**config.mk**
```make
export PLATFORM = sky130hd
export DESIGN_NAME = l2_write_buffer
export DESIGN_NICKNAME = d
export VERILOG_FILES = /design/src/design/l2_wb_pkg.sv /design/src/design/wb_tag_cam.sv /design/src/design/wb_slot_queue.sv /design/src/design/wb_drain_ctrl.sv /design/src/design/l2_write_buffer.sv
export VERILOG_INCLUDE_DIRS = /design/src /design/src/design
export SDC_FILE = /design/constraint.sdc
export NUM_CORES = 2
export LEC_CHECK = 0
export BUFFER_PORTS_ARGS = -buffer_cell sky130_fd_sc_hd__clkbuf_2
export CAP_MARGIN = 40
export CORE_MARGIN = 3
export CORE_UTILIZATION = 39
export DETAILED_ROUTE_END_ITERATION = 10
export GPL_ROUTABILITY_DRIVEN = 1
export GPL_TIMING_DRIVEN = 1
export PLACE_DENSITY = 0.61
export SYNTH_ARGS = -nofsm -noshare
export SYNTH_HDL_FRONTEND = slang
export SYNTH_SLANG_ARGS = --single-unit
```
**constraint.sdc**
```tcl
create_clock -name clk_l2 -period 7.18 [get_ports clk_l2]
set_input_delay 1.077 -clock clk_l2 [delete_from_list [all_inputs] [get_ports clk_l2]]
set_output_delay 1.077 -clock clk_l2 [all_outputs]
set_load 0.005 [all_outputs]
```
**src/design/l2_wb_settings.svh**
```systemverilog
////////////////////////////////////////////////////////////////////////////
// Size settings for the L2 write buffer
// Included by the package and by every module that sizes ports from them
////////////////////////////////////////////////////////////////////////////

`ifndef L2_WB_SETTINGS_SVH
`define L2_WB_SETTINGS_SVH

// One data word per slot
`define WB_DATA_W 32

// Full word address tag
`define WB_TAG_W 30

// Low tag bits selecting a word within a line
// The line tag is the remaining upper bits
`define WB_WORD_IDX 4

// Slot count, must be a power of two
`define WB_DEPTH 16

`endif

```
**src/design/l2_wb_pkg.sv**
```systemverilog
////////////////////////////////////////////////////////////////////////////
// Shared types for the L2 write buffer
// Slot index type and the drain FSM state encoding
////////////////////////////////////////////////////////////////////////////

`default_nettype none

`include "l2_wb_settings.svh"

package l2_wb_pkg;

	// Bits needed to address one slot
	localparam int SLOT_W = $clog2(`WB_DEPTH);

	typedef logic [SLOT_W-1:0] slot_t;

	// Drain FSM toward memory
	typedef enum logic [1:0]
	{
		WB_IDLE,
		WB_FETCH,
		WB_SEND
	} drain_state_e;

endpackage

`default_nettype wire

```
**src/design/wb_tag_cam.sv**
```systemverilog
////////////////////////////////////////////////////////////////////////////
// Tag CAM of the L2 write buffer
// Holds per-slot tags and valid bits, finds merge targets for stores
// and answers line lookups from the L2 fill path
////////////////////////////////////////////////////////////////////////////

`timescale 1ns/1ps
`default_nettype none

`include "l2_wb_settings.svh"

module wb_tag_cam (
	input  wire                                 clk_l2,
	input  wire                                 rst_n,
	input  wire                                 push,
	input  wire                                 merge,
	input  wire                                 pop,
	input  wire                                 busy,
	input  wire                                 fetch,
	input  wire  l2_wb_pkg::slot_t              w_slot,
	input  wire  l2_wb_pkg::slot_t              r_slot,
	input  wire  [`WB_TAG_W-1:0]                store_tag,
	input  wire  [`WB_TAG_W-`WB_WORD_IDX-1:0]   read_line_tag,
	output logic                                write_hit,
	output l2_wb_pkg::slot_t                    hit_slot,
	output logic                                line_hit,
	output logic [`WB_TAG_W-1:0]                mem_tag
);

	import l2_wb_pkg::*;

	localparam int LINE_W = `WB_TAG_W - `WB_WORD_IDX;

	logic [`WB_TAG_W-1:0] tag_mem [`WB_DEPTH];
	logic [`WB_DEPTH-1:0] valid;
	logic [`WB_DEPTH-1:0] merge_match;
	logic [`WB_DEPTH-1:0] line_match;

	// Set on push, cleared when the head is popped
	always_ff @(posedge clk_l2 or negedge rst_n)
	begin
		if (!rst_n)
			valid <= '0;
		else
		begin
			if (push)
				valid[w_slot] <= 1'b1;
			if (pop)
				valid[r_slot] <= 1'b0;
		end
	end

	// Only a push writes a tag
	always_ff @(posedge clk_l2)
	begin
		if (push)
			tag_mem[w_slot] <= store_tag;
	end

	// Head tag held for the memory write
	always_ff @(posedge clk_l2 or negedge rst_n)
	begin
		if (!rst_n)
			mem_tag <= '0;
		else if (fetch)
			mem_tag <= tag_mem[r_slot];
	end

	////////////////////////////////////////////////////////////////////////////
	// Parallel search
	////////////////////////////////////////////////////////////////////////////

	// Head slot is off limits for merges once it is in flight
	always_comb
	begin
		for (int i = 0; i < `WB_DEPTH; i++)
		begin
			merge_match[i] = valid[i] && (tag_mem[i] == store_tag)
				&& !(busy && (slot_t'(i) == r_slot));
			line_match[i] = valid[i] && (tag_mem[i][`WB_TAG_W-1 -: LINE_W] == read_line_tag);
		end
	end

	always_comb
	begin
		hit_slot = '0;
		for (int i = 0; i < `WB_DEPTH; i++)
		begin
			if (merge_match[i])
				hit_slot = slot_t'(i);
		end
	end

	assign write_hit = |merge_match;
	assign line_hit  = |line_match;

	// Pushes never duplicate a mergeable tag, so a hit is unique
	a_unique_hit: assert property (@(posedge clk_l2) disable iff (!rst_n)
		$onehot0(merge_match));

endmodule

`default_nettype wire

```
**src/design/wb_slot_queue.sv**
```systemverilog
////////////////////////////////////////////////////////////////////////////
// Slot queue of the L2 write buffer
// Data RAM with FIFO pointers; merges overwrite a pending slot in place
////////////////////////////////////////////////////////////////////////////

`timescale 1ns/1ps
`default_nettype none

`include "l2_wb_settings.svh"

module wb_slot_queue (
	input  wire                         clk_l2,
	input  wire                         rst_n,
	input  wire                         push,
	input  wire                         merge,
	input  wire  l2_wb_pkg::slot_t      hit_slot,
	input  wire  [`WB_DATA_W-1:0]       store_data,
	input  wire                         pop,
	input  wire                         fetch,
	output l2_wb_pkg::slot_t            w_slot,
	output l2_wb_pkg::slot_t            r_slot,
	output logic                        full,
	output logic                        empty,
	output logic [`WB_DATA_W-1:0]       mem_data
);

	import l2_wb_pkg::*;

	logic [`WB_DATA_W-1:0] data_mem [`WB_DEPTH];

	// One extra bit tells full from empty
	logic [SLOT_W:0] w_ptr;
	logic [SLOT_W:0] r_ptr;

	always_ff @(posedge clk_l2 or negedge rst_n)
	begin
		if (!rst_n)
			w_ptr <= '0;
		else if (push)
			w_ptr <= w_ptr + 1'b1;
	end

	always_ff @(posedge clk_l2 or negedge rst_n)
	begin
		if (!rst_n)
			r_ptr <= '0;
		else if (pop)
			r_ptr <= r_ptr + 1'b1;
	end

	assign w_slot = w_ptr[SLOT_W-1:0];
	assign r_slot = r_ptr[SLOT_W-1:0];
	assign empty  = (w_ptr == r_ptr);
	assign full   = (w_slot == r_slot) && (w_ptr[SLOT_W] != r_ptr[SLOT_W]);

	// New word at the tail, or overwrite at the matching slot
	always_ff @(posedge clk_l2)
	begin
		if (push)
			data_mem[w_slot] <= store_data;
		else if (merge)
			data_mem[hit_slot] <= store_data;
	end

	// Head word held stable while memory takes it
	always_ff @(posedge clk_l2 or negedge rst_n)
	begin
		if (!rst_n)
			mem_data <= '0;
		else if (fetch)
			mem_data <= data_mem[r_slot];
	end

	a_no_push_full: assert property (@(posedge clk_l2) disable iff (!rst_n)
		!(push && full));

	a_no_pop_empty: assert property (@(posedge clk_l2) disable iff (!rst_n)
		!(pop && empty));

endmodule

`default_nettype wire

```
**src/design/wb_drain_ctrl.sv**
```systemverilog
////////////////////////////////////////////////////////////////////////////
// Drain controller of the L2 write buffer
// Sorts stores into merge, push or overflow, and runs the FSM that
// fetches the head entry and holds mem_req until memory acknowledges
////////////////////////////////////////////////////////////////////////////

`timescale 1ns/1ps
`default_nettype none

module wb_drain_ctrl (
	input  wire     clk_l2,
	input  wire     rst_n,
	input  wire     store,
	input  wire     write_hit,
	input  wire     full,
	input  wire     empty,
	input  wire     mem_ack,
	output logic    push,
	output logic    merge,
	output logic    pop,
	output logic    fetch,
	output logic    busy,
	output logic    mem_req,
	output logic    overflow
);

	import l2_wb_pkg::*;

	drain_state_e state;
	drain_state_e state_nx;

	////////////////////////////////////////////////////////////////////////////
	// Store classification
	////////////////////////////////////////////////////////////////////////////

	// Merge wins even when full
	assign merge    = store && write_hit;
	assign push     = store && !write_hit && !full;
	assign overflow = store && !write_hit && full;

	////////////////////////////////////////////////////////////////////////////
	// Drain FSM
	////////////////////////////////////////////////////////////////////////////

	always_ff @(posedge clk_l2 or negedge rst_n)
	begin
		if (!rst_n)
			state <= WB_IDLE;
		else
			state <= state_nx;
	end

	always_comb
	begin
		state_nx = state;
		case (state)
			WB_IDLE:
			begin
				if (!empty)
					state_nx = WB_FETCH;
			end
			WB_FETCH:
				state_nx = WB_SEND;
			WB_SEND:
			begin
				if (mem_ack)
					state_nx = WB_IDLE;
			end
			default:
				state_nx = WB_IDLE;
		endcase
	end

	// Head is read out on the edge that enters WB_FETCH
	assign fetch   = (state == WB_IDLE) && !empty;
	assign pop     = (state == WB_SEND) && mem_ack;
	assign mem_req = (state != WB_IDLE);

	// Covers the fetch cycle too, so a merge cannot race the head read
	assign busy = fetch || mem_req;

	a_req_until_ack: assert property (@(posedge clk_l2) disable iff (!rst_n)
		(mem_req && !mem_ack) |=> mem_req);

endmodule

`default_nettype wire

```
**src/design/l2_write_buffer.sv**
```systemverilog
////////////////////////////////////////////////////////////////////////////
// L2 write buffer top level
// Queues dirty words from the L2 and drains them to memory in order
////////////////////////////////////////////////////////////////////////////

`timescale 1ns/1ps
`default_nettype none

`include "l2_wb_settings.svh"

module l2_write_buffer (
	input  wire                                 clk_l2,
	input  wire                                 rst_n,
	input  wire                                 store,
	input  wire  [`WB_TAG_W-1:0]                store_tag,
	input  wire  [`WB_DATA_W-1:0]               store_data,
	input  wire  [`WB_TAG_W-`WB_WORD_IDX-1:0]   read_line_tag,
	input  wire                                 mem_ack,
	output logic                                mem_req,
	output logic [`WB_TAG_W-1:0]                mem_tag,
	output logic [`WB_DATA_W-1:0]               mem_data,
	output logic                                full,
	output logic                                empty,
	output logic                                overflow,
	output logic                                line_hit
);

	import l2_wb_pkg::*;

	slot_t w_slot;
	slot_t r_slot;
	slot_t hit_slot;
	logic  write_hit;
	logic  push;
	logic  merge;
	logic  pop;
	logic  fetch;
	logic  busy;

	wb_slot_queue i_wb_slot_queue (
		.clk_l2     (clk_l2),
		.rst_n      (rst_n),
		.push       (push),
		.merge      (merge),
		.hit_slot   (hit_slot),
		.store_data (store_data),
		.pop        (pop),
		.fetch      (fetch),
		.w_slot     (w_slot),
		.r_slot     (r_slot),
		.full       (full),
		.empty      (empty),
		.mem_data   (mem_data)
	);

	wb_tag_cam i_wb_tag_cam (
		.clk_l2        (clk_l2),
		.rst_n         (rst_n),
		.push          (push),
		.merge         (merge),
		.pop           (pop),
		.busy          (busy),
		.fetch         (fetch),
		.w_slot        (w_slot),
		.r_slot        (r_slot),
		.store_tag     (store_tag),
		.read_line_tag (read_line_tag),
		.write_hit     (write_hit),
		.hit_slot      (hit_slot),
		.line_hit      (line_hit),
		.mem_tag       (mem_tag)
	);

	wb_drain_ctrl i_wb_drain_ctrl (
		.clk_l2    (clk_l2),
		.rst_n     (rst_n),
		.store     (store),
		.write_hit (write_hit),
		.full      (full),
		.empty     (empty),
		.mem_ack   (mem_ack),
		.push      (push),
		.merge     (merge),
		.pop       (pop),
		.fetch     (fetch),
		.busy      (busy),
		.mem_req   (mem_req),
		.overflow  (overflow)
	);

endmodule

`default_nettype wire

```
# Word level (Yosys, flattened, before mapping)
# Memory sizes are Yosys's and may differ from the RTL's. A register that Yosys moved wholly into a read port is not among the register bits.
# Index checks and enable logic that the tools add are counted.
# word_totals
reg_bits	28
mem_bits_rw	992
input_bits	92
output_inout_bits	67
word_cells	203
n_memories	2
# mem_list
name	depth	width	read_ports	rd_ports_with_merged_regs	wr	line_no	rtl
i_wb_slot_queue.data_mem	16	32	1	1	1	wb_slot_queue.sv:29	logic [`WB_DATA_W-1:0] data_mem [`WB_DEPTH];
i_wb_tag_cam.tag_mem	16	30	17	1	1	wb_tag_cam.sv:34	logic [`WB_TAG_W-1:0] tag_mem [`WB_DEPTH];
# classes
n_addsub	2
n_lt_le_gt_ge	4
eq_ne	54
n_mux	32
bitwise	3
n_reduce_logical	102
# ops
op	n
30-bit == test	16
26-bit == test	16
1-bit logical AND	73
4-bit 2-to-1 mux	9
4-bit == test, first input constant	8
16-bit 2-to-1 mux	2
32-bit 2-to-1 mux	1
16-bit OR reduction	2
32-bit OR reduction	1
1-bit logical NOT	21
16-bit bitwise AND	1
3-bit by 4-bit == test with 1-bit output, first input constant	4
16-bit NOT	1
16-bit OR	1
3-bit 2-to-1 mux	4
5-bit by 1-bit adder with 5-bit output, second input constant	2
4-bit by 5-bit less-than comparator with 1-bit output, second input constant	2
1-bit 2-to-1 mux	9
1-bit demux with 4-bit select	2
2-bit by 4-bit == test with 1-bit output, first input constant	2
4-bit by 1-bit >= comparator with 1-bit output, second input constant	2
2-bit 2-to-1 mux	4
2-bit case mux with 3 select lines	1
5-bit == test	1
11 further kinds	12

# Logic depth before layout (Yosys ltp)
# logic_depth
depth_word	23
mapped_depth	15
depth_no_buf	10

# Modules after synthesis
# A second synthesis with hierarchy kept.
# hier_totals
hier_cells	3185
area_unflattened_um2	51894.8
# modules_own_cells
module	n_inst	cells_each	area_per_inst_um2
wb_tag_cam	1	2162	30712.0
wb_slot_queue	1	1009	21065.2
wb_drain_ctrl	1	14	117.6

# Worst setup path before layout
# OpenSTA, ideal clock, no wires.
# synth_timing
kind	input to register
startpoint	input port store_tag[15]
endpoint	memory i_wb_tag_cam.tag_mem[3][0] (netlist bit), enable pin
t_arrival_ns	4.797
slack_ns	1.928
stages	12
cell_sequence	buf_2 > buf_2 > xnor2_1 > nand4_1 > nor2_1 > o2111ai_1 > nand4_1 > nor2_2 > and4b_4 > buf_6 > nand2_1 > nor3_1
# synth_between
elab_chain_cells	9
# synth_rtl
element	line_no	rtl
start: declaration	l2_write_buffer.sv:15	input wire [`WB_TAG_W-1:0] store_tag,
30-bit == test	wb_tag_cam.sv:78	merge_match[i] = valid[i] && (tag_mem[i] == store_tag)
1-bit logical AND	wb_tag_cam.sv:78	
1-bit logical AND	wb_tag_cam.sv:79	&& !(busy && (slot_t'(i) == r_slot));
16-bit OR reduction *	wb_tag_cam.sv:94	assign write_hit = |merge_match;
1-bit logical NOT *	wb_drain_ctrl.sv:38	assign push = store && !write_hit && !full;
1-bit logical AND * (2 in a row)	wb_drain_ctrl.sv:38	
1-bit 2-to-1 mux *	wb_tag_cam.sv:56	if (push)
1-bit 2-to-1 mux (implied by the code) *	wb_tag_cam.sv:57	tag_mem[w_slot] <= store_tag;
end: declaration	wb_tag_cam.sv:34	
# Every way passes the cells marked *; elsewhere a longest branch is shown, timed or not.

# Worst setup path after layout
# layout_timing
startpoint	input port store_tag[6]
endpoint	output port overflow
# layout_between
elab_chain_cells	7
# layout_rtl
element	line_no	rtl
30-bit == test	wb_tag_cam.sv:78	
1-bit logical AND	wb_tag_cam.sv:78	
1-bit logical AND	wb_tag_cam.sv:79	
16-bit OR reduction *	wb_tag_cam.sv:94	
1-bit logical NOT *	wb_drain_ctrl.sv:39	assign overflow = store && !write_hit && full;
1-bit logical AND * (2 in a row)	wb_drain_ctrl.sv:39	
end: declaration	l2_write_buffer.sv:24	output logic overflow,
# Marked as above.

==> results.md <==
- The most instantiated flip-flop cell in the synthesis netlist is sky130_fd_sc_hd__edfxtp_1.
- The share of power burned in registers is 38.9%.
- The worst path uses 75.3% of the clock period.
- Net switching is 34.3% of the power.
- By area the synthesized netlist is led by sky130_fd_sc_hd__edfxtp_1, sky130_fd_sc_hd__mux4_2, sky130_fd_sc_hd__xnor2_1, sky130_fd_sc_hd__dfrtp_1, sky130_fd_sc_hd__xor2_1.
- The first global-routing pass estimated 277 mm of wire.
- The number of instances in the synthesized netlist is 3274.
- The detailed-route via count is 33600.
- The clock drives 1082 sinks.
- Cells fill 45.5% of the core in the end.
- Of the total power, combinational logic draws 32.5%.
- On the final layout, the worst clock skew is 0.0964 ns.
- In the post-synthesis netlist, the cell with the most instances is sky130_fd_sc_hd__edfxtp_1.
- After filler insertion, the fill cell instance count of the layout stands at 11700.
- In this run the cell area of the synthesized design comes to 52900 um^2.
- The post-detailed-routing wire length is 202 mm.
- The proportion of synthesized flip-flops having asynchronous set or reset is 8.32%.
- The number of warning messages in the yosys log is 0.
- The type of element launching the critical path is an input port.
- The number of primary I/O pins is 159.
- In this run, post-CTS repair resized a total of 0 instances.
- The net count of the mapped netlist is 3374.
- Of the cells placed in the final design, the portion with a size suffix greater than 1 is 25.1%.
- The slowest stage of the critical path belongs to the cell sky130_fd_sc_hd__nor4_1.
- Of all cell types, the one taking the most synthesized area is sky130_fd_sc_hd__edfxtp_1.
- The total of hold buffers inserted after clock tree synthesis is 0.
- At the placement stage, the worst setup path has a slack of 1.19 ns.
- The minimum clock period after layout is 5.41 ns.
- Yosys mapped a number of flops with a built-in enable equal to 992.
- Setup repair after global routing left no endpoint under its margin.
- The weighted congestion reported at the end of routability-driven placement is 1.07.
- STA puts the critical path data arrival time at 4.33 ns.
- Compared with the post-synthesis result, the final layout area differs by 15.3%.
- Including well taps, the total number of placed cells is 5153.
- The global-route congestion overflow total is 0.
- The average routed wire per standard cell is 37.4 um.
- The initial antenna violation count was 19.
- In this run the mean area of a mapped cell was 16.2 um^2.
- The detailed-placement wirelength estimate is 147 mm.
- The signal on the critical path passes through clkbuf_2, buf_12, xnor2_1, nand4_1, nor4_1, o2111ai_1, nand4_1, nor2_1, and4_1, clkbuf_2.
- After layout, the worst setup slack is 1.77 ns.
- Summed over all nets, the switching power comes to 7.58 mW.
- The number of port buffers is 158.
- In this run the horizontal extent of the chip is 374 um.
- The pre-antenna-repair detailed-routing pass consisted of 6 iterations.
- The hold slack is 0.227 ns.
- The transition at the pin with the smallest max-transition slack is 1.04 ns.
- The maximum fanout along the worst path is 23.
- The fraction of power consumed by the clock network is 28.6%.
- The type of destination of the critical path is an output port.
- The worst endpoint required time is 6.10 ns.
- After synthesis, flip-flops and latches occupy 60.5% of the total area.
- The buffers inserted during post-CTS setup optimization is 0.
- The maximum number of pins on one net before global-route repair is 112.
- Summing all non-filler instances in the final layout gives an area of 61100 um^2.
- The detail route stage leaves a number of antenna-violating nets equal to 0.
- Timing would allow up to 185 MHz.
- The post-synthesis cell type count is 60.
- In this run the power density over the cells is 362 nW/um^2.
- The TritonCTS clock tree is done.
- The later-pin clock latency in the skew report is 0.81 ns.
- Setup violations remaining at the end of the flow were counted as 0.
- The static leakage is 19.0 nW.
- The clock transition at the register clock pins on the worst setup and hold paths after CTS is 0.06 ns.
- The mean number of vias per cell is 6.24.
- In this run the number of H-tree levels came out at 3.
- The initial utilization of the core area, before any placement, comes to 39.5%.
- The clock buffer count from CTS is 118.
- The count of pins over their slew limit is 0.
- The initialized floorplan defines 134 standard-cell rows.
- For this run, design rule violations remaining after detail routing come to 0.
- The power consumption is 22.1 mW.
- The worst stage delay on the critical path is 0.64 ns.
- The number of buffers on the longest clock path is 3.
- The number of max-capacitance violations reported is 0.
- The count of placed standard cells in the final layout, fillers left out is 5386.
- Global routing used 28.4% of the available tracks.
- Cell internal power was estimated by the tool at 14.5 mW.
- The die height is 374 um.
- The number of violations reported at the end of detailed-routing iteration 0 is 4709.
- The via count of the first global-routing pass is 32800.
- The critical path in this run is classified as input port to output port.
- After routing, the total negative slack on setup checks comes to 0 ns.
- The post-synthesis sequential element count is 1082.
- The clock root buffer is sky130_fd_sc_hd__clkbuf_16.
- IR analysis of the VDD net gives a maximum drop of 0.000366 V.
- The run finished with clean final reports.
- Sorting the synthesized cells by how often they occur yields sky130_fd_sc_hd__edfxtp_1, sky130_fd_sc_hd__xnor2_1, sky130_fd_sc_hd__mux4_2, sky130_fd_sc_hd__nand4_1, sky130_fd_sc_hd__xor2_1.
- The headroom to the max-slew limit is 30.6%.
- The number of endpoints with negative hold slack in the final report came to 0.
- The total area inside the core boundary comes to 134000 um^2.
- The share of Yosys cell area claimed by the top area cell type is 56.3%.
- The die covers 140000 um^2.
- The area after detailed placement is 57000 um^2.
- For this run, the post-layout net count is 3605.
- The min-delay analysis places its worst path in the category input port to asynchronous set/reset pin.
## flip-flops by register name, indices dropped and copies added, names as in the netlist
register and flops:
i_wb_drain_ctrl.state 2, i_wb_tag_cam.tag_mem 480, i_wb_slot_queue.data_mem 512, i_wb_slot_queue.w_ptr 5
i_wb_tag_cam.valid 16, i_wb_slot_queue.r_ptr 5, i_wb_slot_queue.mem_data 32, i_wb_tag_cam.mem_tag 30
## routing by layer
layer | part of all wire, % | wire (um) | global-route usage (%) | vias up
met5 | 0.027 | 54 | 0 | -
met4 | 6.3 | 12700 | 15.2 | 6
met1 | 38 | 77500 | 38.4 | 17500
met3 | 10 | 20500 | 5.97 | 506
met2 | 45 | 90800 | 43.2 | 2272
li1 | - | - | - | 13300
## cells in the final DEF, fill, tap and decap left out, types with 17 or more instances in the layout
cell | netlist | routed
sky130_fd_sc_hd__buf_4 | 3 | 113
sky130_fd_sc_hd__clkbuf_2 | 0 | 157
sky130_fd_sc_hd__mux2_2 | 61 | 61
sky130_fd_sc_hd__xor2_1 | 216 | 216
sky130_fd_sc_hd__edfxtp_1 | 992 | 992
sky130_fd_sc_hd__mux4_2 | 310 | 310
sky130_fd_sc_hd__clkbuf_16 | 0 | 120
sky130_fd_sc_hd__nand2b_1 | 20 | 20
sky130_fd_sc_hd__clkbuf_1 | 98 | 28
sky130_fd_sc_hd__nor4_1 | 105 | 105
sky130_fd_sc_hd__xnor2_1 | 685 | 685
sky130_fd_sc_hd__clkinv_2 | 0 | 21
sky130_fd_sc_hd__dfrtp_1 | 90 | 86
sky130_fd_sc_hd__nor2_4 | 0 | 23
sky130_fd_sc_hd__clkinv_1 | 0 | 17
sky130_fd_sc_hd__nand4_1 | 282 | 282
sky130_fd_sc_hd__buf_12 | 0 | 22
sky130_fd_sc_hd__nand2_1 | 30 | 30
sky130_fd_sc_hd__nor2_1 | 72 | 49
sky130_fd_sc_hd__nand3_1 | 31 | 31
sky130_fd_sc_hd__nor3_1 | 22 | 18
## cells by family after synthesis
kind of cell / count (synthesis) / share of synthesized area, %
buf+inv: 210 / 1.74
simple gates: 611 / 6.75
fa+ha+maj: 8 / 0.189
mux: 372 / 14.5
xor+xnor: 908 / 15.1
compound gates: 83 / 1.19
flops: 1082 / 60.5
## power by group through the flow
| stage | registers, mW | clock network (mW) | logic [mW] |
|---|---|---|---|
| after detailed placement | 8.70 | 0 | 7.14 |
| after floorplan | 8.26 | 0 | 4.41 |
| final | 8.59 | 6.32 | 7.18 |
| after global routing | 8.65 | 6.65 | 7.46 |
| after global placement | 8.69 | 0 | 7.07 |
| after CTS | 8.57 | 6.40 | 7.17 |
## path summary, 6_finish.rpt
kind,slack [ns],cells after the start,endpoint,startpoint
min in group clk_l2,0.49,2,i_wb_slot_queue.mem_data[19],i_wb_slot_queue.mem_data[19]
max in group asynchronous,5.61,2,i_wb_slot_queue.r_ptr[1],rst_n
hold reg to reg,0.49,2,i_wb_slot_queue.mem_data[19],i_wb_slot_queue.mem_data[19]
setup reg to reg,1.99,12,i_wb_slot_queue.data_mem[2][7],i_wb_slot_queue.r_ptr[0]
setup / recovery,1.77,10,overflow,store_tag[6]
hold / removal,0.23,1,i_wb_tag_cam.mem_tag[19],rst_n
## layout make-up
cell class / instances / area [um^2] / share of cell area (%)
Antenna cell: 9 / 22.5 / 0.0369
Inverter: 13 / 48.8 / 0.0799
Timing Repair Buffer: 308 / 2500 / 4.09
Multi-Input combinational cell: 1982 / 20200 / 33.0
Clock buffer: 152 / 3160 / 5.18
Tap cell: 1768 / 2210 / 3.62
Clock inverter: 72 / 891 / 1.46
Sequential cell: 1082 / 32100 / 52.5
## critical path: cells and delay by family
kind,cells,cell delay (ns)
AOI/OAI and AO/OA,1,0.20
xor gates and xnor gates,1,0.51
buffers and inverters,3,0.77
and+or+nand+nor,5,1.70
Note: power is estimated with default switching activity, not from simulation.
